## src/design/hwpe_pkg.sv

```systemverilog
/*
 * hwpe shared definitions
 * word and address widths, the register map of the configuration
 * port, the job opcodes and the controller states
 */
package hwpe_pkg;

  // one memory word and one config word have the same width
  localparam int unsigned DATA_WIDTH = 32;
  localparam int unsigned ADDR_WIDTH = 32;
  localparam int unsigned BE_WIDTH   = DATA_WIDTH / 8;

  // the word count of a job, so a job moves at most 64k-1 words
  localparam int unsigned LEN_WIDTH  = 16;

  // byte offsets inside the engine's config window
  localparam logic [7:0] REG_TRIGGER = 8'h00;
  localparam logic [7:0] REG_STATUS  = 8'h04;
  localparam logic [7:0] REG_SRC     = 8'h08;
  localparam logic [7:0] REG_DST     = 8'h0C;
  localparam logic [7:0] REG_LEN     = 8'h10;
  localparam logic [7:0] REG_OP      = 8'h14;
  localparam logic [7:0] REG_CONST   = 8'h18;
  localparam logic [7:0] REG_CORE    = 8'h1C;

  // the operation applied to each word of a job
  typedef enum logic [1:0] {
    OP_COPY = 2'd0,
    OP_FILL = 2'd1,
    OP_ADD  = 2'd2
  } opcode_e;

  // job phases of the controller
  typedef enum logic [1:0] {
    ST_IDLE = 2'd0,
    ST_RUN  = 2'd1,
    ST_DONE = 2'd2
  } ctrl_state_e;

endpackage

```

## src/design/hwpe_cfg_regfile.sv

```systemverilog
/*
 * hwpe configuration registers
 * peripheral slave with single-cycle grant and a registered response,
 * holds the job description and turns trigger writes into start pulses
 */
module hwpe_cfg_regfile #(
  parameter int unsigned N_CORES  = 8,
  parameter int unsigned ID_WIDTH = 8
) (
  input  logic                               clk_i,
  input  logic                               rst_n_i,
  input  logic                               cfg_req_i,
  input  logic [hwpe_pkg::ADDR_WIDTH-1:0]    cfg_add_i,
  input  logic                               cfg_wen_i,
  input  logic [hwpe_pkg::BE_WIDTH-1:0]      cfg_be_i,
  input  logic [hwpe_pkg::DATA_WIDTH-1:0]    cfg_wdata_i,
  input  logic [ID_WIDTH-1:0]                cfg_id_i,
  input  logic                               busy_i,
  output logic                               cfg_gnt_o,
  output logic [hwpe_pkg::DATA_WIDTH-1:0]    cfg_r_rdata_o,
  output logic                               cfg_r_valid_o,
  output logic [ID_WIDTH-1:0]                cfg_r_id_o,
  output logic                               start_o,
  output logic [hwpe_pkg::ADDR_WIDTH-1:0]    src_o,
  output logic [hwpe_pkg::ADDR_WIDTH-1:0]    dst_o,
  output logic [hwpe_pkg::LEN_WIDTH-1:0]     len_o,
  output hwpe_pkg::opcode_e                  op_o,
  output logic [hwpe_pkg::DATA_WIDTH-1:0]    const_o,
  output logic [$clog2(N_CORES)-1:0]         core_o
);

  import hwpe_pkg::*;

  logic [7:0]            offset;
  logic                  wr_en;
  logic [DATA_WIDTH-1:0] cur_val;
  logic [DATA_WIDTH-1:0] merged;

  // the slave never stalls, every request is accepted in its own cycle
  assign cfg_gnt_o = cfg_req_i;
  assign offset    = cfg_add_i[7:0];
  assign wr_en     = cfg_req_i & ~cfg_wen_i;

  // a trigger write starts a job, the controller drops it when busy
  assign start_o = wr_en & (offset == REG_TRIGGER);

  // current content of the addressed register, zero extended
  always_comb begin
    case (offset)
      REG_STATUS: cur_val = DATA_WIDTH'(busy_i);
      REG_SRC:    cur_val = DATA_WIDTH'(src_o);
      REG_DST:    cur_val = DATA_WIDTH'(dst_o);
      REG_LEN:    cur_val = DATA_WIDTH'(len_o);
      REG_OP:     cur_val = DATA_WIDTH'(op_o);
      REG_CONST:  cur_val = const_o;
      REG_CORE:   cur_val = DATA_WIDTH'(core_o);
      default:    cur_val = '0;
    endcase
  end

  // bytes without their enable keep the old register content
  always_comb begin
    for (int b = 0; b < BE_WIDTH; b++) begin
      merged[b*8 +: 8] = cfg_be_i[b] ? cfg_wdata_i[b*8 +: 8] : cur_val[b*8 +: 8];
    end
  end

  always_ff @(posedge clk_i or negedge rst_n_i) begin
    if (!rst_n_i) begin
      src_o   <= '0;
      dst_o   <= '0;
      len_o   <= '0;
      op_o    <= OP_COPY;
      const_o <= '0;
      core_o  <= '0;
    end else if (wr_en) begin
      // fields narrower than a word keep only their low bits
      case (offset)
        REG_SRC:   src_o   <= ADDR_WIDTH'(merged);
        REG_DST:   dst_o   <= ADDR_WIDTH'(merged);
        REG_LEN:   len_o   <= merged[LEN_WIDTH-1:0];
        REG_OP:    op_o    <= opcode_e'(merged[1:0]);
        REG_CONST: const_o <= merged;
        REG_CORE:  core_o  <= merged[$clog2(N_CORES)-1:0];
        default:   ;
      endcase
    end
  end

  // the response follows the grant by one cycle, writes return zero data
  always_ff @(posedge clk_i or negedge rst_n_i) begin
    if (!rst_n_i) begin
      cfg_r_valid_o <= 1'b0;
      cfg_r_id_o    <= '0;
      cfg_r_rdata_o <= '0;
    end else begin
      cfg_r_valid_o <= cfg_gnt_o;
      if (cfg_gnt_o) begin
        cfg_r_id_o    <= cfg_id_i;
        cfg_r_rdata_o <= cfg_wen_i ? cur_val : '0;
      end
    end
  end

  // every response belongs to the request granted in the cycle before,
  // carries its id and returns zero data for a write
  a_rvalid_after_gnt: assert property (@(posedge clk_i) disable iff (!rst_n_i)
    cfg_r_valid_o |-> $past(cfg_gnt_o) && (cfg_r_id_o == $past(cfg_id_i)) &&
    ($past(cfg_wen_i) || (cfg_r_rdata_o == '0)));

endmodule

```

## src/design/hwpe_ctrl.sv

```systemverilog
/*
 * hwpe job controller
 * snapshots the programmed job on start, launches the datamover and
 * raises the done event of the selected core when the job ends
 */
module hwpe_ctrl #(
  parameter int unsigned N_CORES = 8
) (
  input  logic                               clk_i,
  input  logic                               rst_n_i,
  input  logic                               start_i,
  input  logic [hwpe_pkg::ADDR_WIDTH-1:0]    src_i,
  input  logic [hwpe_pkg::ADDR_WIDTH-1:0]    dst_i,
  input  logic [hwpe_pkg::LEN_WIDTH-1:0]     len_i,
  input  hwpe_pkg::opcode_e                  op_i,
  input  logic [hwpe_pkg::DATA_WIDTH-1:0]    const_i,
  input  logic [$clog2(N_CORES)-1:0]         core_i,
  input  logic                               job_done_i,
  output logic                               job_start_o,
  output logic [hwpe_pkg::ADDR_WIDTH-1:0]    job_src_o,
  output logic [hwpe_pkg::ADDR_WIDTH-1:0]    job_dst_o,
  output logic [hwpe_pkg::LEN_WIDTH-1:0]     job_len_o,
  output hwpe_pkg::opcode_e                  job_op_o,
  output logic [hwpe_pkg::DATA_WIDTH-1:0]    job_const_o,
  output logic                               busy_o,
  output logic [N_CORES-1:0]                 evt_o
);

  import hwpe_pkg::*;

  ctrl_state_e                state_q;
  logic [$clog2(N_CORES)-1:0] core_q;

  always_ff @(posedge clk_i or negedge rst_n_i) begin
    if (!rst_n_i) begin
      state_q     <= ST_IDLE;
      job_start_o <= 1'b0;
    end else begin
      // the launch pulse coincides with the first cycle of ST_RUN
      job_start_o <= (state_q == ST_IDLE) & start_i;
      case (state_q)
        ST_IDLE: if (start_i) state_q <= ST_RUN;
        ST_RUN:  if (job_done_i) state_q <= ST_DONE;
        default: state_q <= ST_IDLE;
      endcase
    end
  end

  // job snapshot, so the registers may be reprogrammed while running
  always_ff @(posedge clk_i) begin
    if ((state_q == ST_IDLE) && start_i) begin
      job_src_o   <= src_i;
      job_dst_o   <= dst_i;
      job_len_o   <= len_i;
      job_op_o    <= op_i;
      job_const_o <= const_i;
      core_q      <= core_i;
    end
  end

  assign busy_o = (state_q == ST_RUN);

  // one event cycle on the line of the core latched at start
  assign evt_o = (state_q == ST_DONE) ? (N_CORES'(1) << core_q) : '0;

  // the event sits on one core line and never lasts two cycles in a row
  a_evt_onehot: assert property (@(posedge clk_i) disable iff (!rst_n_i)
    $onehot0(evt_o) && (($past(evt_o) == '0) || (evt_o == '0)));

endmodule

```

## src/design/hwpe_datamover.sv

```systemverilog
/*
 * hwpe datamover
 * streams a block of words through one tcdm master port, transforming
 * read data into a small response FIFO and writing it back out
 */
module hwpe_datamover #(
  parameter int unsigned FIFO_DEPTH = 4
) (
  input  logic                               clk_i,
  input  logic                               rst_n_i,
  input  logic                               job_start_i,
  input  logic [hwpe_pkg::ADDR_WIDTH-1:0]    job_src_i,
  input  logic [hwpe_pkg::ADDR_WIDTH-1:0]    job_dst_i,
  input  logic [hwpe_pkg::LEN_WIDTH-1:0]     job_len_i,
  input  hwpe_pkg::opcode_e                  job_op_i,
  input  logic [hwpe_pkg::DATA_WIDTH-1:0]    job_const_i,
  input  logic                               tcdm_gnt_i,
  input  logic [hwpe_pkg::DATA_WIDTH-1:0]    tcdm_r_data_i,
  input  logic                               tcdm_r_valid_i,
  output logic                               job_done_o,
  output logic                               tcdm_req_o,
  output logic [hwpe_pkg::ADDR_WIDTH-1:0]    tcdm_add_o,
  output logic                               tcdm_wen_o,
  output logic [hwpe_pkg::BE_WIDTH-1:0]      tcdm_be_o,
  output logic [hwpe_pkg::DATA_WIDTH-1:0]    tcdm_data_o
);

  import hwpe_pkg::*;

  localparam int unsigned PTR_W = (FIFO_DEPTH > 1) ? $clog2(FIFO_DEPTH) : 1;
  localparam int unsigned CNT_W = $clog2(FIFO_DEPTH + 1);

  logic [ADDR_WIDTH-1:0] rd_addr, wr_addr;
  logic [LEN_WIDTH-1:0]  rd_left, wr_issue_left, wr_left;
  logic [DATA_WIDTH-1:0] fifo_mem [FIFO_DEPTH];
  logic [PTR_W-1:0]      wptr, rptr;
  logic [CNT_W-1:0]      fifo_cnt, out_cnt;
  logic                  load, wr_cand, rd_cand, do_wr, do_rd, pop, is_fill;

  assign is_fill = (job_op_i == OP_FILL);

  // a new request is chosen when the port is free or the current one is taken
  assign load    = ~tcdm_req_o | tcdm_gnt_i;
  assign wr_cand = is_fill ? (wr_issue_left != '0) : (fifo_cnt != '0);
  // reads need a FIFO slot for every response not yet drained
  assign rd_cand = (rd_left != '0) &&
                   (({1'b0, fifo_cnt} + {1'b0, out_cnt}) < (CNT_W + 1)'(FIFO_DEPTH));
  // waiting output words win over new reads
  assign do_wr   = load & wr_cand;
  assign do_rd   = load & ~wr_cand & rd_cand;
  assign pop     = do_wr & ~is_fill;

  // done on the grant of the last write, or right away for an empty job
  assign job_done_o = (tcdm_req_o & tcdm_gnt_i & ~tcdm_wen_o & (wr_left == LEN_WIDTH'(1))) |
                      (job_start_i & (job_len_i == '0));

  assign tcdm_be_o = '1;

  always_ff @(posedge clk_i or negedge rst_n_i) begin
    if (!rst_n_i) begin
      rd_left       <= '0;
      wr_issue_left <= '0;
      wr_left       <= '0;
      tcdm_req_o    <= 1'b0;
      tcdm_wen_o    <= 1'b1;
      wptr          <= '0;
      rptr          <= '0;
      fifo_cnt      <= '0;
      out_cnt       <= '0;
    end else begin
      if (job_start_i) begin
        rd_left       <= is_fill ? '0 : job_len_i;
        wr_issue_left <= job_len_i;
        wr_left       <= job_len_i;
      end else begin
        if (do_rd) rd_left <= rd_left - 1'b1;
        if (do_wr) wr_issue_left <= wr_issue_left - 1'b1;
        if (tcdm_req_o && tcdm_gnt_i && !tcdm_wen_o) wr_left <= wr_left - 1'b1;
      end
      if (load) begin
        tcdm_req_o <= do_wr | do_rd;
        tcdm_wen_o <= ~do_wr;
      end
      // a read is outstanding from issue until its response arrives
      out_cnt  <= out_cnt + CNT_W'(do_rd) - CNT_W'(tcdm_r_valid_i);
      fifo_cnt <= fifo_cnt + CNT_W'(tcdm_r_valid_i) - CNT_W'(pop);
      if (tcdm_r_valid_i) wptr <= (wptr == PTR_W'(FIFO_DEPTH - 1)) ? '0 : wptr + 1'b1;
      if (pop) rptr <= (rptr == PTR_W'(FIFO_DEPTH - 1)) ? '0 : rptr + 1'b1;
    end
  end

  // address counters, request payload and FIFO storage
  always_ff @(posedge clk_i) begin
    if (job_start_i) begin
      rd_addr <= job_src_i;
      wr_addr <= job_dst_i;
    end else begin
      if (do_rd) rd_addr <= rd_addr + ADDR_WIDTH'(BE_WIDTH);
      if (do_wr) wr_addr <= wr_addr + ADDR_WIDTH'(BE_WIDTH);
    end
    if (do_wr) begin
      tcdm_add_o  <= wr_addr;
      tcdm_data_o <= is_fill ? job_const_i : fifo_mem[rptr];
    end else if (do_rd) begin
      tcdm_add_o <= rd_addr;
    end
    // the transform is applied on the way into the FIFO, add wraps mod 2^32
    if (tcdm_r_valid_i) begin
      fifo_mem[wptr] <= (job_op_i == OP_ADD) ? tcdm_r_data_i + job_const_i : tcdm_r_data_i;
    end
  end

  a_req_stable: assert property (@(posedge clk_i) disable iff (!rst_n_i)
    tcdm_req_o && !tcdm_gnt_i |=> tcdm_req_o && $stable(tcdm_add_o) &&
    $stable(tcdm_wen_o) && $stable(tcdm_data_o));

  a_fifo_no_ovf: assert property (@(posedge clk_i) disable iff (!rst_n_i)
    tcdm_r_valid_i |-> (fifo_cnt < CNT_W'(FIFO_DEPTH)) && (out_cnt != '0));

endmodule

```

## src/design/hwpe_subsystem.sv

```systemverilog
/*
 * hwpe subsystem top level
 * joins the config slave, the job controller and the datamover, and
 * exposes the tcdm master port and the per-core done events
 */
module hwpe_subsystem #(
  parameter int unsigned N_CORES    = 8,
  parameter int unsigned ID_WIDTH   = 8,
  parameter int unsigned FIFO_DEPTH = 4
) (
  input  logic                               clk_i,
  input  logic                               rst_n_i,
  input  logic                               cfg_req_i,
  input  logic [hwpe_pkg::ADDR_WIDTH-1:0]    cfg_add_i,
  input  logic                               cfg_wen_i,
  input  logic [hwpe_pkg::BE_WIDTH-1:0]      cfg_be_i,
  input  logic [hwpe_pkg::DATA_WIDTH-1:0]    cfg_wdata_i,
  input  logic [ID_WIDTH-1:0]                cfg_id_i,
  output logic                               cfg_gnt_o,
  output logic [hwpe_pkg::DATA_WIDTH-1:0]    cfg_r_rdata_o,
  output logic                               cfg_r_valid_o,
  output logic [ID_WIDTH-1:0]                cfg_r_id_o,
  output logic                               tcdm_req_o,
  output logic [hwpe_pkg::ADDR_WIDTH-1:0]    tcdm_add_o,
  output logic                               tcdm_wen_o,
  output logic [hwpe_pkg::BE_WIDTH-1:0]      tcdm_be_o,
  output logic [hwpe_pkg::DATA_WIDTH-1:0]    tcdm_data_o,
  input  logic                               tcdm_gnt_i,
  input  logic [hwpe_pkg::DATA_WIDTH-1:0]    tcdm_r_data_i,
  input  logic                               tcdm_r_valid_i,
  output logic [N_CORES-1:0]                 evt_o,
  output logic                               busy_o
);

  import hwpe_pkg::*;

  // programmed job, as held by the register block
  logic                       start;
  logic [ADDR_WIDTH-1:0]      src, dst;
  logic [LEN_WIDTH-1:0]       len;
  opcode_e                    op;
  logic [DATA_WIDTH-1:0]      cst;
  logic [$clog2(N_CORES)-1:0] core;

  // running job, as snapshotted by the controller
  logic                       job_start, job_done;
  logic [ADDR_WIDTH-1:0]      job_src, job_dst;
  logic [LEN_WIDTH-1:0]       job_len;
  opcode_e                    job_op;
  logic [DATA_WIDTH-1:0]      job_const;

  hwpe_cfg_regfile #(
    .N_CORES  ( N_CORES  ),
    .ID_WIDTH ( ID_WIDTH )
  ) i_regfile (
    .clk_i         ( clk_i         ),
    .rst_n_i       ( rst_n_i       ),
    .cfg_req_i     ( cfg_req_i     ),
    .cfg_add_i     ( cfg_add_i     ),
    .cfg_wen_i     ( cfg_wen_i     ),
    .cfg_be_i      ( cfg_be_i      ),
    .cfg_wdata_i   ( cfg_wdata_i   ),
    .cfg_id_i      ( cfg_id_i      ),
    .busy_i        ( busy_o        ),
    .cfg_gnt_o     ( cfg_gnt_o     ),
    .cfg_r_rdata_o ( cfg_r_rdata_o ),
    .cfg_r_valid_o ( cfg_r_valid_o ),
    .cfg_r_id_o    ( cfg_r_id_o    ),
    .start_o       ( start         ),
    .src_o         ( src           ),
    .dst_o         ( dst           ),
    .len_o         ( len           ),
    .op_o          ( op            ),
    .const_o       ( cst           ),
    .core_o        ( core          )
  );

  hwpe_ctrl #(
    .N_CORES ( N_CORES )
  ) i_ctrl (
    .clk_i       ( clk_i     ),
    .rst_n_i     ( rst_n_i   ),
    .start_i     ( start     ),
    .src_i       ( src       ),
    .dst_i       ( dst       ),
    .len_i       ( len       ),
    .op_i        ( op        ),
    .const_i     ( cst       ),
    .core_i      ( core      ),
    .job_done_i  ( job_done  ),
    .job_start_o ( job_start ),
    .job_src_o   ( job_src   ),
    .job_dst_o   ( job_dst   ),
    .job_len_o   ( job_len   ),
    .job_op_o    ( job_op    ),
    .job_const_o ( job_const ),
    .busy_o      ( busy_o    ),
    .evt_o       ( evt_o     )
  );

  hwpe_datamover #(
    .FIFO_DEPTH ( FIFO_DEPTH )
  ) i_datamover (
    .clk_i          ( clk_i          ),
    .rst_n_i        ( rst_n_i        ),
    .job_start_i    ( job_start      ),
    .job_src_i      ( job_src        ),
    .job_dst_i      ( job_dst        ),
    .job_len_i      ( job_len        ),
    .job_op_i       ( job_op         ),
    .job_const_i    ( job_const      ),
    .tcdm_gnt_i     ( tcdm_gnt_i     ),
    .tcdm_r_data_i  ( tcdm_r_data_i  ),
    .tcdm_r_valid_i ( tcdm_r_valid_i ),
    .job_done_o     ( job_done       ),
    .tcdm_req_o     ( tcdm_req_o     ),
    .tcdm_add_o     ( tcdm_add_o     ),
    .tcdm_wen_o     ( tcdm_wen_o     ),
    .tcdm_be_o      ( tcdm_be_o      ),
    .tcdm_data_o    ( tcdm_data_o    )
  );

endmodule

```

## config.mk

```make
export PLATFORM = sky130hd
export DESIGN_NAME = hwpe_subsystem
export DESIGN_NICKNAME = d
export VERILOG_FILES = /design/src/design/hwpe_pkg.sv /design/src/design/hwpe_cfg_regfile.sv /design/src/design/hwpe_ctrl.sv /design/src/design/hwpe_datamover.sv /design/src/design/hwpe_subsystem.sv
export SDC_FILE = /design/constraint.sdc
export NUM_CORES = 1
export LEC_CHECK = 0
export BUFFER_PORTS_ARGS = -buffer_cell sky130_fd_sc_hd__buf_2
export CAP_MARGIN = 10
export CORE_UTILIZATION = 55
export CTS_CLUSTER_DIAMETER = 60
export CTS_CLUSTER_SIZE = 12
export DETAILED_ROUTE_END_ITERATION = 16
export GPL_TIMING_DRIVEN = 0
export PLACE_DENSITY = 0.83
export SYNTH_ARGS = -nofsm -noshare
export SYNTH_HDL_FRONTEND = slang
export SYNTH_HIERARCHICAL = 1
export SYNTH_SLANG_ARGS = --single-unit
```

## constraint.sdc

```tcl
create_clock -name clk_i -period 18.8 [get_ports clk_i]
set_input_delay 3.76 -clock clk_i [delete_from_list [all_inputs] [get_ports clk_i]]
set_output_delay 3.76 -clock clk_i [all_outputs]
set_load 0.02 [all_outputs]
```

[Yosys cells after proc, flatten, opt, wreduce, memory -nomap -nowiden]
Memories as Yosys holds them, arrays and structs flattened.
Index checks and enable logic that the tools add are counted.
Operators by class
  multiplexer cells: 30
  reduce and logical (&&, ||, !) cells: 22
  add/sub/neg operators: 13
  equality and inequality tests: 16
  bitwise gates (word level): 20
  magnitude comparators: 1
  multiply operators: 0
  shift operators: 1
  div/mod/pow operators: 0
Operators by type and width (number)
  $mux W32: 9
  $pmux W32 S7: 1
  $mux W16: 7
  $add A32 B3 Y32 const B: 2
  $sub A16 B1 Y16 const B: 3
  $mux W8: 5
  $add A32 B32 Y32: 1
  $eq A8 B5 Y1 const B: 4
  $reduce_bool A16 Y1: 2
  $eq A16 B1 Y1 const B: 1
  $eq A8 B4 Y1 const B: 2
  $logic_not A16 Y1: 1
  $reduce_and A2 Y1: 7
  $and A1 B1 Y1: 11
  $eq A2 B2 Y1 const B: 4
  $eq A8 B3 Y1 const B: 1
  $logic_not A8 Y1: 1
  $mux W2: 4
  $reduce_bool A2 Y1: 4
  $shl A1 B3 Y8 const A: 1
  $add A3 B1 Y3: 2
  $not A1 Y1: 6
  $sub A3 B1 Y3: 2
  $add A2 B1 Y2 const B: 2
  other kinds (11): 20
Storage, ports and cells
  memory bits (writable): 128
  bits in latches: 0
  memories: 1
  ROM bits: 0
  register bits: 466
  output and inout bits: 121
  word-level logic and storage cells: 134
Memories
  i_datamover.fifo_mem: words 4, width 32, rd ports 1, clocked after memory_dff 0, wr ports 1, line hwpe_datamover.sv:35  | logic [DATA_WIDTH-1:0] fifo_mem [FIFO_DEPTH];

[Longest topological paths before layout]
  depth in word-level cells: 7
  gate-level depth with buffers: 14
  depth with buffers taken out: 14

[Cells and area by module]
Netlist, hierarchy kept.
By module, submodules not included
  hwpe_datamover: area each 16080.4 µm², sequential area each 9190.1 µm², cells each 1425, instances 1
  hwpe_cfg_regfile: area each 7439.6 µm², sequential area each 3953.8 µm², cells each 703, instances 1
  hwpe_ctrl: area each 3694.8 µm², sequential area each 3588.4 µm², cells each 138, instances 1

[Worst setup path after synthesis]
No wires, ideal clock.
  kind: input -> register
  start point: input port cfg_add_i[5] (netlist name)
  end point: register i_ctrl.job_start_o
  cell stages on the path: 4
  arrival time: 13.054 ns
  data required time: 17.811 ns
  library setup time: 0.989 ns
  path slack: 4.757 ns
  cell sequence: nor3_1 > buf_2 > and4_1 > nor3b_1
Between the ends
  cells in the longest elaborated chain, start to end: 3
RTL lines
  start: declaration: line hwpe_subsystem.sv:14  | input logic [hwpe_pkg::ADDR_WIDTH-1:0] cfg_add_i,
  $logic_not A8 Y1: line hwpe_cfg_regfile.sv:45  | assign start_o = wr_en & (offset == REG_TRIGGER);
  $and A1 B1 Y1: line hwpe_cfg_regfile.sv:45
  net start: line hwpe_subsystem.sv:38  | logic start;
  $and A1 B1 Y1: line hwpe_ctrl.sv:40  | job_start_o <= (state_q == ST_IDLE) & start_i;
  end signal: assignment: line hwpe_ctrl.sv:40
  end: declaration: line hwpe_ctrl.sv:19  | output logic job_start_o,
The timed path passes the listed nets, and every way through them passes these cells.
A chain may end at the register's enable or synchronous reset.

[Worst setup path after layout]
  start point: input port cfg_req_i
  end point: output port cfg_gnt_o
RTL lines
  start: declaration: line hwpe_subsystem.sv:13  | input logic cfg_req_i,
  end: declaration: line hwpe_subsystem.sv:19  | output logic cfg_gnt_o,
No word-level cell between the ends.

==> metrics <==
die width=224 microns; Chip Height=224 microns; IO Port Bufs=202; TritonCTS clock tree=done; first-pass GRT wire length=114 mm; setup_tns=0 ns; io pins=235; routed vias=20200; Synth warnings=6; Post-synth EDFFs=373; Period minus WS final=7.97 ns; max-cap viol count=0; RSZ-0062 raised after global routing=no; Final Slew Violations=0; DRT Pass-1 Iters=6; Peak VDD IR=0.0765 mV; final number of hold-violating endpoints=0; pre-CTS setup slack=10.83 ns; Overall Power=3.54 mW; Slew HR=25.1%; Avg Cell Area, Syn=12.0 sq um; clock buffer depth=3; post-route DRC violation count=0; crit path buf inv count=3; # resized after CTS=0; Seq/Total Area, Yosys=61.5%; PnR worst setup slack=10.83 ns; largest net degree at the start of global routing=127; post-route ant nets=0; fin nets=2711; GRT Max-Usage Layer=met2; mux share of post-synthesis cell area=6.25%; CP peak stage delay=0.18 ns; status=complete, no violations; final period utilization=42.4%; CP startpoint kind=input port; CP top delay family=buffers and inverters; Pwr per Cell Area=114 nW/um^2; Worst Hold Class=register to register; CTS sink cnt=594; Clock Pin Slew Worst Setup and Hold Paths=0.06 ns; post-synthesis simple-gate area fraction=13.4%; grt ovf=0; Crit. End Element=output port; total CTS buffers=57; DP Wirelength=54.8 mm; actual slew at the worst max-slew pin=1.12 ns; CP most frequent cell=buf_2; Final setup violation count=0; Via density=6.18; final instance count without filler cells=3262; top_reg_cell synth=edfxtp_1; initial core utilization=55.7%; WL/cell=23.2 microns; Area growth, synth to finish=14.1%; CP cell instances=buf_2, buf_4, buf_2; final WL=75.8 mm; worst-path maximum fanout=7; Worst Path Arrival=4.21 ns; Distinct cells, synth=80; grt met2 use=48.7%; DP Area=29300 sq um; Adder-Cell Fraction of Synth Area=2.43%; CP max-delay cell=buf_2; largest family of logic cells by synthesized area=simple AND/OR/NAND/NOR gates; CTS Hold Bufs=0; Mapped Cells=2266; Global Route Usage Sum=30.0%; Worst EP required=15.04 ns; post-CTS setup buffers=0; M3 GR Usage=5.37%; Placeable Area=48800 sq um; total die area=50400 sq um; Inst Count DP=3151; CTS root buf=clkbuf_16; Clock Skews=0.0168 ns; initial antenna violation count=5; fill cell count=3753; post-synthesis xor/xnor area fraction=4.18%; gpl congestion=0.961; initial DRC count=2362; cell area after synthesis=27200 sq um; Synth Register Bits=594; number of H-tree levels=2; vias in the first global route=19900; Compound-Gate Fraction of Synth Area=9.73%; Pleak=12.3 nW; Async SR Flop Fraction=37.2%; cell area after layout=31100 sq um; num rows=81; Setup Crit Path Kind=input port to output port; GR met1 Demand/Resource=39.9%; clk_lat worst skew=0.62 ns; FMAX=125 MHz; layout cells sized above 1=18.0%; R2R Setup Slk=14.25 ns
-- worst paths after layout --
path / startpoint / depth (start not counted) / to
worst max-delay path: cfg_req_i / 3 / cfg_gnt_o
worst min-delay path: i_regfile/len_o[15] / 0 / i_ctrl/job_len_o[15]
max in group asynchronous: rst_n_i / 2 / i_regfile/src_o[27]
min in group asynchronous: rst_n_i / 1 / i_datamover/fifo_cnt[1]
worst min register to register: i_regfile/len_o[15] / 0 / i_ctrl/job_len_o[15]
worst max register to register: i_datamover/wr_issue_left[0] / 10 / i_datamover/tcdm_add_o[24]
-- logic make-up after synthesis --
family / after synthesis
other cells: 1
buf+inv: 154
simple gates: 791
compound gates: 426
mux: 119
fa+ha+maj: 51
flops: 594
xor+xnor: 130
-- layout make-up --
type,instances,area [sq um],area share (%)
clock inverters,6,37.5,0.121
clock buffers,101,1670,5.39
inverters,31,116,0.375
plain buffers,123,564,1.82
diodes,4,10.0,0.0322
flip-flops and latches,594,16700,53.9
well taps,664,831,2.67
repair buffers,218,1260,4.06
multi-input cells,1521,9840,31.7
-- through the flow --
step / hold WS [ns] / util (%)
6_report: 0.470 / 63.6
5_1_grt: 0.484 / 63.6
4_1_cts: 0.472 / 63.6
3_5_place_dp: 0.459 / 60.1
3_3_place_gp: 0.453 / 59.5
2_1_floorplan: 0.435 / -
-- worst reg2reg max path: stages (launching register included) --
cell      delay (ns)
dfrtp_1         0.38
inv_1           0.09
ha_1            0.17
or3b_2          0.51
nor4b_1         0.47
a31oi_1         0.20
nand2_1         0.30
buf_1           0.71
clkbuf_1        0.58
nand2_1         0.53
buf_16          0.34
-- per-layer routing --
| metal | up-vias | wire length [microns] |
|---|---|---|
| met4 | 4 | 3060 |
| met1 | 10000 | 29900 |
| met2 | 1169 | 36200 |
| li1 | 8795 | - |
| met5 | - | 25 |
| met3 | 195 | 6610 |
-- synth_stat cells (8+ instances only) --
cell type  number  area (sq um)
o21ai_1        14          70.1
a21boi_0        8          60.1
mux2_2         67           754
a21o_1         20           150
a31oi_1        71           444
a221oi_1       10          87.6
nor3_2         11           110
nor2b_1        10          62.6
nand2b_1       12          75.1
inv_1          31           116
clkbuf_1       70           263
nand4_1        12          75.1
o21a_1          9          67.6
edfxtp_1      373         11200
and3_1         34           213
xnor2_1        67           587
nand2_1       382          1430
xor2_1         63           552
dfrtp_1       220          5510
o21ai_0       150           751
nor2_1        164           616
buf_4          10          75.1
and2_1         21           131
nor3_1         27           135
a21oi_1        63           315
mux2i_1        18           180
or3_1          10          62.6
buf_2          27           135
nand3_1        57           285
nor4_1         17           106
o2bb2ai_1      37           324
mux4_2         34           766
buf_1          12          45.0
ha_1           48           601
-- layout by cell type, fill, tap and decap left out, types with 8 or more instances in the layout --
cell / count
clkbuf_1: 107
clkbuf_16: 59
nand2_1: 380
o21ai_1: 14
xor2_1: 63
nor2b_1: 10
xnor2_1: 67
nor4_1: 16
nor3_2: 11
buf_4: 11
inv_1: 31
o2bb2ai_1: 37
buf_2: 228
or3_1: 10
dfrtp_1: 220
a21oi_1: 63
nor2_1: 164
buf_6: 13
a21o_1: 20
nor3_1: 27
a221oi_1: 10
nand4_1: 12
ha_1: 48
o21ai_0: 150
edfxtp_1: 373
a31oi_1: 71
nand3_1: 57
o21a_1: 9
and3_1: 34
buf_1: 12
mux4_2: 34
nand2b_1: 12
and2_1: 17
mux2_2: 67
mux2i_1: 18
a21boi_0: 8
-- state kept, by name, indices dropped and copies added, names as in the netlist, 8 cells and up --
| register | cells |
|---|---|
| i_datamover/fifo_mem | 128 |
| i_ctrl/job_const_o | 32 |
| i_ctrl/job_dst_o | 32 |
| i_ctrl/job_src_o | 32 |
| i_datamover/rd_addr | 32 |
| i_datamover/tcdm_add_o | 32 |
| i_datamover/tcdm_data_o | 32 |
| i_datamover/wr_addr | 32 |
| i_regfile/cfg_r_rdata_o | 32 |
| i_regfile/const_o | 32 |
| i_regfile/dst_o | 32 |
| i_regfile/src_o | 32 |
| i_ctrl/job_len_o | 16 |
| i_datamover/rd_left | 16 |
| i_datamover/wr_issue_left | 16 |
| i_datamover/wr_left | 16 |
| i_regfile/len_o | 16 |
| i_regfile/cfg_r_id_o | 8 |
-- power by group --
part / leakage, nW / internal, mW / total, mW / switching, mW
clock: 0.825 / 0.599 / 1.08 / 0.484
combinational: 5.11 / 0.281 / 0.729 / 0.448
sequential: 6.41 / 1.62 / 1.73 / 0.103
total: 12.3 / 2.50 / 3.54 / 1.04
No activity file was read; power rests on OpenSTA's default activity.
